## src/hdl/isaPkg.sv

```systemverilog
// isa package with the instruction word type, field positions, opcodes and class decoding
`default_nettype none

package isaPkg;

	typedef logic [31:0] instrWord; // one ARM-style instruction

	typedef enum logic [1:0] {
		plainInstr, // anything handled in a single micro-op
		rsrInstr, // data processing with register-shifted register operand
		mulInstr // MUL or MLA
	} instrClass;

	// field positions inside instrWord
	localparam int condHi = 31;
	localparam int condLo = 28;
	localparam int opHi = 24;
	localparam int opLo = 21;
	localparam int accBit = 21; // A bit of the multiply form
	localparam int sBit = 20; // update flags
	localparam int rnHi = 19;
	localparam int rnLo = 16;
	localparam int rdHi = 15;
	localparam int rdLo = 12;
	localparam int operandHi = 11;
	localparam int operandLo = 0;

	localparam logic [3:0] opMov = 4'b1101;
	localparam logic [3:0] opAdd = 4'b0100;
	localparam logic [3:0] rzCode = 4'b0000; // hidden temp register steered by control bits

	// sort a word by bits 27:25, 7 and 4
	function automatic instrClass classifyInstr(input instrWord w);
		instrClass c;
		c = plainInstr;
		if (w[27:25] == 3'b000 && w[4]) begin
			if (w[7])
				c = mulInstr; // multiply space
			else
				c = rsrInstr; // shift amount from a register
		end
		return c;
	endfunction

	// accumulate flag of a multiply, meaningful only for mulInstr
	function automatic logic hasAccumulate(input instrWord w);
		return w[accBit];
	endfunction

endpackage

`default_nettype wire

```

## src/hdl/uopPkg.sv

```systemverilog
// micro-op package holding the control bits and the record pairing them with an instruction
`default_nettype none

package uopPkg;

	typedef struct packed {
		logic rzWrite; // destination is Rz
		logic rzReadN; // first operand reads Rz
		logic rzReadM; // second operand reads Rz
		logic keepFlags; // suppress flag update
		logic keepV; // V survives even if flags update
		logic lastUop; // closes the instruction
	} uopCtrl;

	typedef struct packed {
		isaPkg::instrWord instr;
		uopCtrl ctrl;
	} uopRecord; // 38 bits

	// control patterns the sequencer emits
	localparam uopCtrl ctrlPass = '{rzWrite: 1'b0, rzReadN: 1'b0, rzReadM: 1'b0,
		keepFlags: 1'b0, keepV: 1'b0, lastUop: 1'b1};
	localparam uopCtrl ctrlRsrFirst = '{rzWrite: 1'b1, rzReadN: 1'b0, rzReadM: 1'b0,
		keepFlags: 1'b1, keepV: 1'b0, lastUop: 1'b0};
	localparam uopCtrl ctrlMulFirst = '{rzWrite: 1'b1, rzReadN: 1'b0, rzReadM: 1'b0,
		keepFlags: 1'b1, keepV: 1'b1, lastUop: 1'b0};
	localparam uopCtrl ctrlSecond = '{rzWrite: 1'b0, rzReadN: 1'b0, rzReadM: 1'b1,
		keepFlags: 1'b0, keepV: 1'b0, lastUop: 1'b1};

endpackage

`default_nettype wire

```

## src/hdl/uopLink.sv

```systemverilog
// micro-op link carrying one record between stages over a four-phase req/ack handshake
`timescale 1ns/1ps
`default_nettype none

interface uopLink;

	logic req; // sender has a stable uop
	logic ack; // receiver took it
	uopPkg::uopRecord uop;

	modport sender (
		output req,
		output uop,
		input ack
	);

	modport receiver (
		input req,
		input uop,
		output ack
	);

endinterface

`default_nettype wire

```

## src/hdl/instrSlot.sv

```systemverilog
// instruction slot that receives one word over four-phase req/ack and holds it for the sequencer
`timescale 1ns/1ps
`default_nettype none

module instrSlot (
	input logic clk,
	input logic reset,
	input logic inReq,
	output logic inAck,
	input isaPkg::instrWord inInstr,
	output logic slotReq,
	input logic slotAck,
	output isaPkg::instrWord slotInstr
);
	import isaPkg::*;

	instrWord holdReg; // captured word
	logic full; // slot occupied
	logic taken; // sequencer acked and its ack has not fallen yet
	logic capture;

	assign capture = inReq && !inAck && !full; // accepting edge

	// input side completes on its own once the word is held
	always_ff @(posedge clk) begin
		if (reset) begin
			inAck <= 1'b0;
		end else if (capture) begin
			inAck <= 1'b1;
		end else if (inAck && !inReq) begin
			inAck <= 1'b0; // source released
		end
	end

	// occupancy and output handshake
	always_ff @(posedge clk) begin
		if (reset) begin
			full <= 1'b0;
			taken <= 1'b0;
			slotReq <= 1'b0;
		end else begin
			if (capture) begin
				full <= 1'b1;
			end
			if (full && !taken && !slotReq && !slotAck) begin
				slotReq <= 1'b1; // offer the word
			end else if (slotReq && slotAck) begin
				slotReq <= 1'b0;
				taken <= 1'b1;
			end else if (taken && !slotAck) begin
				taken <= 1'b0;
				full <= 1'b0; // free for the next word
			end
		end
	end

	always_ff @(posedge clk) begin
		if (capture) begin
			holdReg <= inInstr;
		end
	end

	assign slotInstr = holdReg;

endmodule

`default_nettype wire

```

## src/hdl/uopExpand.sv

```systemverilog
// micro-op expander top joining slot, sequencer and issue stage between two four-phase links
`timescale 1ns/1ps
`default_nettype none

module uopExpand (
	input logic clk,
	input logic reset,
	// instruction input link
	input logic inReq,
	output logic inAck,
	input isaPkg::instrWord inInstr,
	// micro-op output link
	output logic outReq,
	input logic outAck,
	output isaPkg::instrWord outInstr,
	output uopPkg::uopCtrl outCtrl
);

	logic slotReq;
	logic slotAck;
	isaPkg::instrWord slotInstr;

	uopLink seqLink (); // sequencer to issue stage

	instrSlot slot (
		.clk (clk),
		.reset (reset),
		.inReq (inReq),
		.inAck (inAck),
		.inInstr (inInstr),
		.slotReq (slotReq),
		.slotAck (slotAck),
		.slotInstr (slotInstr)
	);

	uopSequencer sequencer (
		.clk (clk),
		.reset (reset),
		.slotReq (slotReq),
		.slotAck (slotAck),
		.slotInstr (slotInstr),
		.uopOut (seqLink.sender)
	);

	uopIssue issue (
		.clk (clk),
		.reset (reset),
		.uopIn (seqLink.receiver),
		.outReq (outReq),
		.outAck (outAck),
		.outInstr (outInstr),
		.outCtrl (outCtrl)
	);

endmodule

`default_nettype wire

```

## src/hdl/uopIssue.sv

```systemverilog
// issue stage with the output register and four-phase sender for micro-ops at the top level
`timescale 1ns/1ps
`default_nettype none

module uopIssue (
	input logic clk,
	input logic reset,
	uopLink.receiver uopIn,
	output logic outReq,
	input logic outAck,
	output isaPkg::instrWord outInstr,
	output uopPkg::uopCtrl outCtrl
);
	import uopPkg::*;

	uopRecord holdReg; // micro-op being issued
	logic full;
	logic sent; // sink acked and outAck has not fallen yet
	logic ackReg;
	logic capture;

	// take from the link only into a free register
	assign capture = uopIn.req && !ackReg && !full;

	always_ff @(posedge clk) begin
		if (reset) begin
			ackReg <= 1'b0;
		end else if (capture) begin
			ackReg <= 1'b1;
		end else if (ackReg && !uopIn.req) begin
			ackReg <= 1'b0; // sequencer released
		end
	end

	always_ff @(posedge clk) begin
		if (reset) begin
			full <= 1'b0;
			sent <= 1'b0;
			outReq <= 1'b0;
		end else begin
			if (capture) begin
				full <= 1'b1;
			end
			if (full && !sent && !outReq && !outAck) begin
				outReq <= 1'b1; // micro-op on the ports
			end else if (outReq && outAck) begin
				outReq <= 1'b0;
				sent <= 1'b1;
			end else if (sent && !outAck) begin
				sent <= 1'b0;
				full <= 1'b0; // register free again
			end
		end
	end

	always_ff @(posedge clk) begin
		if (capture) begin
			holdReg <= uopIn.uop;
		end
	end

	assign uopIn.ack = ackReg;
	assign outInstr = holdReg.instr;
	assign outCtrl = holdReg.ctrl;

endmodule

`default_nettype wire

```

## src/hdl/uopSequencer.sv

```systemverilog
// micro-op sequencer that classifies a held word and emits its one or two micro-ops in order
`timescale 1ns/1ps
`default_nettype none

module uopSequencer (
	input logic clk,
	input logic reset,
	input logic slotReq,
	output logic slotAck,
	input isaPkg::instrWord slotInstr,
	uopLink.sender uopOut
);
	import isaPkg::*;
	import uopPkg::*;

	typedef enum logic [1:0] {
		idle, // waiting for a word from the slot
		firstUop, // build first (or only) micro-op
		secondUop, // build the follow-up micro-op
		waitAck // link handshake in progress
	} seqState;

	seqState state;
	instrWord curInstr; // word being expanded
	instrClass curClass;
	logic isMla;
	logic twoUops; // instruction needs the Rz split
	logic onLast; // uop on the link closes the instruction
	logic reqReg;
	logic takeWord;
	uopRecord uopReg; // record presented on the link
	uopRecord firstRec;
	uopRecord secondRec;

	assign curClass = classifyInstr(curInstr);
	assign isMla = (curClass == mulInstr) && hasAccumulate(curInstr);
	assign twoUops = (curClass == rsrInstr) || isMla; // plain MUL passes through
	assign takeWord = (state == idle) && slotReq && !slotAck;

	// first micro-op or the passthrough copy
	always_comb begin
		firstRec.instr = curInstr;
		firstRec.ctrl = ctrlPass;
		if (curClass == rsrInstr) begin
			// MOV Rz, shifted operand
			firstRec.instr[opHi:opLo] = opMov;
			firstRec.instr[sBit] = 1'b0; // flags come from the real op
			firstRec.instr[rnHi:rnLo] = 4'b0000; // Rn unused by MOV
			firstRec.instr[rdHi:rdLo] = rzCode;
			firstRec.ctrl = ctrlRsrFirst;
		end else if (isMla) begin
			// MUL into Rz with the accumulator dropped
			firstRec.instr[accBit] = 1'b0;
			firstRec.instr[sBit] = 1'b0;
			firstRec.instr[rdHi:rdLo] = 4'b0000; // SBZ in the MUL form
			firstRec.ctrl = ctrlMulFirst;
		end
	end

	// second micro-op reads Rz as operand m
	always_comb begin
		secondRec.ctrl = ctrlSecond;
		if (isMla) begin
			secondRec.instr = '0; // register-form data processing
			secondRec.instr[condHi:condLo] = curInstr[condHi:condLo];
			secondRec.instr[opHi:opLo] = opAdd;
			secondRec.instr[sBit] = curInstr[sBit]; // MLA's own S applies here
			secondRec.instr[rnHi:rnLo] = curInstr[rdHi:rdLo]; // accumulator
			secondRec.instr[rdHi:rdLo] = curInstr[rnHi:rnLo]; // MLA destination
		end else begin
			secondRec.instr = curInstr; // original op keeps Rn and Rd
		end
		secondRec.instr[operandHi:operandLo] = 12'(rzCode); // Rz with no shift
	end

	always_ff @(posedge clk) begin
		if (reset) begin
			state <= idle;
			slotAck <= 1'b0;
			reqReg <= 1'b0;
			onLast <= 1'b0;
		end else begin
			if (slotAck && !slotReq) begin
				slotAck <= 1'b0; // slot handshake closes
			end
			case (state)
				idle: begin
					if (takeWord) begin
						slotAck <= 1'b1;
						state <= firstUop;
					end
				end
				firstUop: begin
					reqReg <= 1'b1;
					onLast <= !twoUops;
					state <= waitAck;
				end
				secondUop: begin
					reqReg <= 1'b1;
					onLast <= 1'b1;
					state <= waitAck;
				end
				waitAck: begin
					if (reqReg && uopOut.ack) begin
						reqReg <= 1'b0;
					end else if (!reqReg && !uopOut.ack) begin
						state <= onLast ? idle : secondUop; // link back to rest
					end
				end
				default: state <= idle;
			endcase
		end
	end

	// payload registers
	always_ff @(posedge clk) begin
		if (takeWord) begin
			curInstr <= slotInstr;
		end
		if (state == firstUop) begin
			uopReg <= firstRec;
		end else if (state == secondUop) begin
			uopReg <= secondRec;
		end
	end

	assign uopOut.req = reqReg;
	assign uopOut.uop = uopReg;

endmodule

`default_nettype wire

```

## config.mk

```make
export PLATFORM = sky130hd
export DESIGN_NAME = uopExpand
export DESIGN_NICKNAME = d
export VERILOG_FILES = /design/src/hdl/isaPkg.sv /design/src/hdl/uopPkg.sv /design/src/hdl/uopLink.sv /design/src/hdl/instrSlot.sv /design/src/hdl/uopExpand.sv /design/src/hdl/uopIssue.sv /design/src/hdl/uopSequencer.sv
export SDC_FILE = /design/constraint.sdc
export NUM_CORES = 1
export LEC_CHECK = 0
export BUFFER_PORTS_ARGS = -buffer_cell sky130_fd_sc_hd__buf_2
export CAP_MARGIN = 0
export CORE_MARGIN = 10
export CORE_UTILIZATION = 53
export DETAILED_ROUTE_END_ITERATION = 16
export PLACE_DENSITY_LB_ADDON = 0.12
export SYNTH_ARGS = -nofsm -noshare
export SYNTH_HDL_FRONTEND = slang
export SYNTH_SLANG_ARGS = --single-unit
```

## constraint.sdc

```tcl
create_clock -name clk -period 3.7 [get_ports clk]
set_input_delay 0.555 -clock clk [delete_from_list [all_inputs] [get_ports clk]]
set_output_delay 0.555 -clock clk [all_outputs]
set_load 0.02 [all_outputs]
```

# After elaboration in Yosys (flattened, before gate mapping)
# Index checks and enable logic that the tools add are counted.
# W data, S select, Z words.
[classes] addsub=0 n_mul=0 div_mod_pow=0 magnitude_cmp=0 eq_ne=9 n_shift=0 mux=44 n_bitwise=2 reduce_logical=52
[op_table] cell="$mux W38" n=2
[op_table] cell="$mux W28" n=1
[op_table] cell="$mux W1" n=24
[op_table] cell="$logic_and A1 B1 Y1" n=23
[op_table] cell="$mux W2" n=8
[op_table] cell="$reduce_bool A2 Y1" n=8
[op_table] cell="$logic_not A1 Y1" n=13
[op_table] cell="$mux W4" n=3
[op_table] cell="$mux W6" n=2
[op_table] cell="$eq A2 B2 Y1 const B" n=3
[op_table] cell="$ne A2 B1 Y1 const B" n=3
[op_table] cell="$pmux W2 S3" n=1
[op_table] cell="$reduce_and A2 Y1" n=3
[op_table] cell="$eq A2 B1 Y1 const B" n=2
[op_table] cell="$pmux W1 S2" n=2
[op_table] cell="$logic_not A3 Y1" n=1
[op_table] cell="$mux W3" n=1
[op_table] cell="$reduce_and A3 Y1" n=1
[op_table] cell="$logic_not A2 Y1" n=1
[op_table] cell="$ne A2 B2 Y1 const B" n=1
[op_table] cell="$not A1 Y1" n=2
[op_table] cell="$reduce_or A2 Y1" n=1
[op_table] cell="$logic_or A1 B1 Y1" n=1
[totals] ff_bits=153 latch_bits=0 ramBits=0 rom_bits=0 output_inout_bits=40 memories=0

# Longest topological paths before layout
[depth] depth_word=8 mapped_depth=6 depth_no_buf=5

# Cells and area by module
# From an unflattened synthesis, not the netlist that was laid out.
[unflattened] hier_cells=273 area_unflattened_um2=5165.0
[modules_own_cells] module="uopSequencer" n_inst=1 cells_each=173 area_per_inst_um2=2745.1
[modules_own_cells] module="uopIssue" n_inst=1 cells_each=53 area_per_inst_um2=1300.0
[modules_own_cells] module="instrSlot" n_inst=1 cells_each=47 area_per_inst_um2=1119.8

# Least setup slack after synthesis
# OpenSTA, ideal clock, no wires.
[synth_timing] path_type="register -> register" startpoint="register sequencer.reqReg, in the netlist sequencer.uopOut.req" endpoint="register issue.holdReg, in the netlist issue.outCtrl[0], enable pin" t_arrival_ns=2.902 required_time_ns=3.226 path_slack_ns=0.324 path_stages_with_launch=3 path_buffers=0 cell_sequence="dfxtp_1 -> inv_1 -> nor3_1"
[synth_between] elab_chain_cells=2
[synth_rtl] item="from (decl)" line_no="uopSequencer.sv:29" source="logic reqReg;"
[synth_rtl] item="from (signal assigned)" line_no="uopSequencer.sv:80" source="reqReg <= 1'b0;"
[synth_rtl] item="from (signal assigned)" line_no="uopSequencer.sv:94" source="reqReg <= 1'b1;"
[synth_rtl] item="from (signal assigned)" line_no="uopSequencer.sv:99" source="reqReg <= 1'b1;"
[synth_rtl] item="$logic_and A1 B1 Y1 (2 in series)" line_no="uopIssue.sv:23" source="assign capture = uopIn.req && !ackReg && !full;"
[synth_rtl] item="named net issue.capture" line_no="uopIssue.sv:20" source="logic capture;"
[synth_rtl] item="to (signal assigned)" line_no="uopIssue.sv:58" source="holdReg <= uopIn.uop;"
[synth_rtl] item="to (decl)" line_no="uopIssue.sv:16" source="uopRecord holdReg;"
# The timed path passes the listed nets, and every way through them passes these cells.
# A chain may end at the register's enable or synchronous reset.

# Final worst setup path
[layout_timing] startpoint="register sequencer.curInstr[26]" endpoint="register sequencer.uopReg, in the netlist sequencer.uopOut.uop[26] (data pin)"
[layout_between] elab_chain_cells=8 elab_cells_between_ends=9 cone_classes="eq/ne: 2; mux: 4; reduce/logical: 3"
[layout_rtl] item="from (decl)" line_no="uopSequencer.sv:24" source="instrWord curInstr;"
[layout_rtl] item="from (signal assigned)" line_no="uopSequencer.sv:118" source="curInstr <= slotInstr;"
[layout_rtl] item="$logic_not A3 Y1 *" line_no="isaPkg.sv:36" source="if (w[27:25] == 3'b000 && w[4]) begin"
[layout_rtl] item="$logic_and A1 B1 Y1 *" line_no="isaPkg.sv:36"
[layout_rtl] item="$mux W2 *" line_no="isaPkg.sv:36"
[layout_rtl] item="$eq A2 B2 Y1" line_no="uopSequencer.sv:36" source="assign isMla = (curClass == mulInstr) && hasAccumulate(curInstr);"
[layout_rtl] item="$logic_and A1 B1 Y1" line_no="uopSequencer.sv:36"
[layout_rtl] item="$mux W2" line_no="uopSequencer.sv:51" source="end else if (isMla) begin"
[layout_rtl] item="$mux W2 *" line_no="uopSequencer.sv:44" source="if (curClass == rsrInstr) begin"
[layout_rtl] item="$mux W38 *" line_no="uopSequencer.sv:120" source="if (state == firstUop) begin"
[layout_rtl] item="to (signal assigned)" line_no="uopSequencer.sv:121" source="uopReg <= firstRec;"
[layout_rtl] item="to (signal assigned)" line_no="uopSequencer.sv:123" source="uopReg <= secondRec;"
[layout_rtl] item="to (decl)" line_no="uopSequencer.sv:31" source="uopRecord uopReg;"
# Every way passes the cells marked *; elsewhere a longest branch is shown, timed or not.

==> Flow_metrics.wiki <==
{| class="wikitable"
! Metric !! Value
|-
| Fraction of the mapped netlist area in adder cells || 1.48%
|-
| Cells resized by post-CTS repair || 0
|-
| Min-Delay Path Class || in2reg
|-
| Total standard cell area after synthesis || 0.00509 mm2
|-
| Power share of the sequential group || 49.5%
|-
| Synth Flop Type || sky130_fd_sc_hd__edfxtp_1
|-
| Placer's final routability congestion estimate || 0.766
|-
| Gate power share || 12.4%
|-
| Area share of xor/xnor cells in the synthesized design || 0%
|-
| Number of maximum-capacitance violations || 0
|-
| Placeable core area || 0.00928 mm2
|-
| Number of ports placed on the die boundary || 76
|-
| Final count of negative-setup-slack endpoints || 0
|-
| Clock skew || 7.73 ps
|-
| Status || complete, no violations
|-
| Net count of the mapped netlist || 319
|-
| Max-slew headroom || 25.0%
|-
| Largest family of logic cells by synthesized area || simple AND/OR/NAND/NOR gates
|-
| Via density per instance || 4.78
|-
| Pin count of the biggest net entering global routing || 37
|-
| Fraction of layout instances using a drive strength above 1 || 31.1%
|-
| Cell-internal power || 3620 uW
|-
| Maximum ir drop on the vdd rail || 0.390 mV
|-
| Simple-gate portion of the synthesized area || 6.25%
|-
| Compound-Gate Fraction of Synth Area || 4.03%
|-
| Maximum clock frequency || 485 MHz
|-
| Clock-pin slew of the registers on the worst-case setup and hold paths || 60 ps
|-
| Final slew viol count || 0
|-
| Setup repair after global routing missed its margin || false
|-
| Number of instances in the synthesized netlist || 277
|-
| Number of register bits inferred by synthesis || 149
|-
| Post-synth EDFFs || 136
|-
| Static leakage power || 0.00228 uW
|-
| Cell area after placement || 0.00561 mm2
|-
| Placed wire-length estimate after detailed placement || 4910 um
|-
| Port buffer count || 74
|-
| Remaining global-route overflow || 0
|-
| Sequential cell area fraction in the yosys report || 85.4%
|-
| Starting Density || 54.8%
|-
| Inserted Clock Buffers || 17
|-
| Final core utilization || 67.3%
|-
| Area of all placed cells without fillers || 0.00625 mm2
|-
| Number of buffers inserted for hold repair after clock tree synthesis || 0
|-
| Area of the die || 0.0139 mm2
|-
| Worst setup SP type || flip-flop
|-
| Antenna violations before repair || 0
|-
| Total via count after detailed routing || 2400
|-
| Number of levels the H-tree was split into || 4
|-
| Global router's overall resource usage || 11.1%
|-
| Row cnt || 35
|-
| Layout net count || 402
|-
| Switching fraction of total power || 24.5%
|-
| Pre-antenna DRT Iters || 4
|-
| Class of the most critical setup path || reg2reg
|-
| Period minus WS final || 2060 ps
|-
| Final wirelength || 7460 um
|-
| Synthesized area divided by synthesized cell count || 18.4 um2
|-
| Worst hold slack || 218 ps
|-
| Total negative slack || 0 ps
|-
| Global-route wire length before repair || 11900 um
|-
| Synth warnings || 0
|-
| Clk_lat worst skew || 510 ps
|-
| Clock tree from TritonCTS || done
|-
| Area Overhead vs Synth || 22.9%
|-
| Die Span Y || 118 um
|-
| Largest fanout of any net on the critical path || 15
|-
| Die width || 118 um
|-
| Setup Buffers After CTS || 0
|-
| Unique masters post-synth || 31
|-
| Number of design-rule violations left by the first detailed-router iteration || 139
|-
| Number of DRC violations after detailed routing || 0
|-
| Mux cell area share after synthesis || 0.418%
|-
| Sink Count || 149
|-
| Transition time at the pin with the least slew margin || 1110 ps
|-
| Async SR Flop Fraction || 0%
|-
| Average wire per standard cell || 14.9 um
|-
| Total inserted antenna cells || 0
|-
| Via count of the first global-routing pass || 2404
|-
| Worst Setup End Kind || flip-flop
|-
| CP required || 3960 ps
|-
| Total count of hold-check failures in the final report || 0
|-
| Switching power summed over all nets || 1180 uW
|-
| Post-detailed-route count of antenna-violating nets || 0
|-
| Clock tree root driver cell || sky130_fd_sc_hd__clkbuf_8
|-
| Final Cycle Share || 55.8%
|-
| Maximum count of clock buffers along a single path || 2
|-
| Fraction of power consumed by the clock network || 38.0%
|-
| Critical path data arrival time || 2320 ps
|-
| Power Dens Cells || 767 mW/mm2
|}
==> through the flow <==
| stage | instances | total power (uW) | setup slack, ps |
|---|---|---|---|
| after floorplan | 277 | 2800 | 324 |
| after global placement | 470 | 3000 | 1690 |
| after detailed placement | 470 | 3020 | 1650 |
| after CTS | 502 | 4850 | 1650 |
| after global routing | 502 | 5010 | 1530 |
| final | 502 | 4800 | 1640 |
==> metal layers <==
| layer | global-route usage, % | up-vias | part of all wire, % |
|---|---|---|---|
| met2 | 18.3 | 67 | 51 |
| met3 | 5.76 | 8 | 6.1 |
| met1 | 11.6 | 1123 | 41 |
| met5 | 0 | - | 0 |
| met4 | 4.87 | 0 | 1.1 |
| li1 | - | 1202 | - |
==> registers in the layout, indices dropped and copies added, names as in the netlist, 2 cells and up <==
signal,count
sequencer.uopOut.uop,36
sequencer.state,2
sequencer.curInstr,32
slot.slotInstr,32
issue.outCtrl,4
issue.outInstr,32
==> final cells by class <==
cell class	instances	area (um2)
Sequential cell	149	4340
Fill cell	662	3030
Multi-Input combinational cell	99	641
Clock buffer	18	418
Timing Repair Buffer	77	405
Clock inverter	14	223
Tap cell	129	161
Inverter	16	60.1
==> final timing paths <==
| kind | depth (start not counted) | slack (ps) | end | startpoint |
|---|---|---|---|---|
| worst max register to register | 3 | 1640 | sequencer.uopOut.uop[26] | sequencer.curInstr[26] |
| worst min-delay path | 1 | 220 | slot.slotInstr[31] | inInstr[31] |
| worst max-delay path | 3 | 1640 | sequencer.uopOut.uop[26] | sequencer.curInstr[26] |
| worst min register to register | 0 | 420 | sequencer.curInstr[13] | slot.slotInstr[13] |
==> power by group through the flow <==
| stage | Clock, uW | Sequential, uW | Combinational, uW |
|---|---|---|---|
| global placement | 0 | 2400 | 601 |
| CTS | 1860 | 2380 | 613 |
| finish | 1820 | 2380 | 596 |
| floorplan | 0 | 2520 | 279 |
| detailed placement | 0 | 2410 | 612 |
| global route | 1950 | 2410 | 654 |
==> cell families after synthesis <==
group,Yosys count
DFF,149
and+or+nand+nor,56
AOI/OAI and AO/OA,34
buffers and inverters,29
adders and majority gates,6
muxes,2
other,1
==> worst max-delay path, stage by stage, from the launching register on <==
cell                       delay (ps)
sky130_fd_sc_hd__edfxtp_1         400
sky130_fd_sc_hd__or4b_1           790
sky130_fd_sc_hd__or3_4            470
sky130_fd_sc_hd__and2_4           160
==> layout by cell type, fill, tap and decap left out, types with 2 or more instances in the layout <==
cell / netlist / layout
sky130_fd_sc_hd__and2_1: 12 / 12
sky130_fd_sc_hd__edfxtp_1: 136 / 136
sky130_fd_sc_hd__inv_6: 0 / 5
sky130_fd_sc_hd__nor3_1: 7 / 5
sky130_fd_sc_hd__a21oi_1: 10 / 10
sky130_fd_sc_hd__buf_4: 2 / 2
sky130_fd_sc_hd__nor2b_1: 4 / 4
sky130_fd_sc_hd__clkinvlp_4: 0 / 2
sky130_fd_sc_hd__o21ai_0: 11 / 11
sky130_fd_sc_hd__bufinv_16: 0 / 5
sky130_fd_sc_hd__inv_1: 16 / 16
sky130_fd_sc_hd__or2_2: 2 / 2
sky130_fd_sc_hd__nor3_2: 0 / 2
sky130_fd_sc_hd__a211oi_1: 3 / 3
sky130_fd_sc_hd__clkbuf_16: 0 / 16
sky130_fd_sc_hd__nor3b_1: 3 / 3
sky130_fd_sc_hd__dfxtp_1: 13 / 13
sky130_fd_sc_hd__nor2_1: 13 / 12
sky130_fd_sc_hd__nand4_1: 3 / 3
sky130_fd_sc_hd__nand2_1: 4 / 4
sky130_fd_sc_hd__nand2b_1: 3 / 3
sky130_fd_sc_hd__ha_1: 6 / 6
sky130_fd_sc_hd__o31ai_1: 7 / 7
sky130_fd_sc_hd__buf_2: 2 / 74
==> cell usage after synthesis, drive strengths merged (2+ instances only) <==
library cell,instances,area share (%)
nand2b,3,0.37
nor3b,3,0.44
inv,16,1.2
nor2b,4,0.49
edfxtp,136,80
and2,13,1.6
dfxtp,13,5.1
ha,6,1.5
nand4,3,0.37
a21oi,10,0.98
a211oi,3,0.44
or2,2,0.25
clkbuf,9,0.66
o31ai,7,1.0
nor2,13,0.96
buf,4,0.49
nand2,4,0.30
nor3,7,0.69
o21ai,11,1.1
Note: power is estimated with default switching activity, not from simulation.
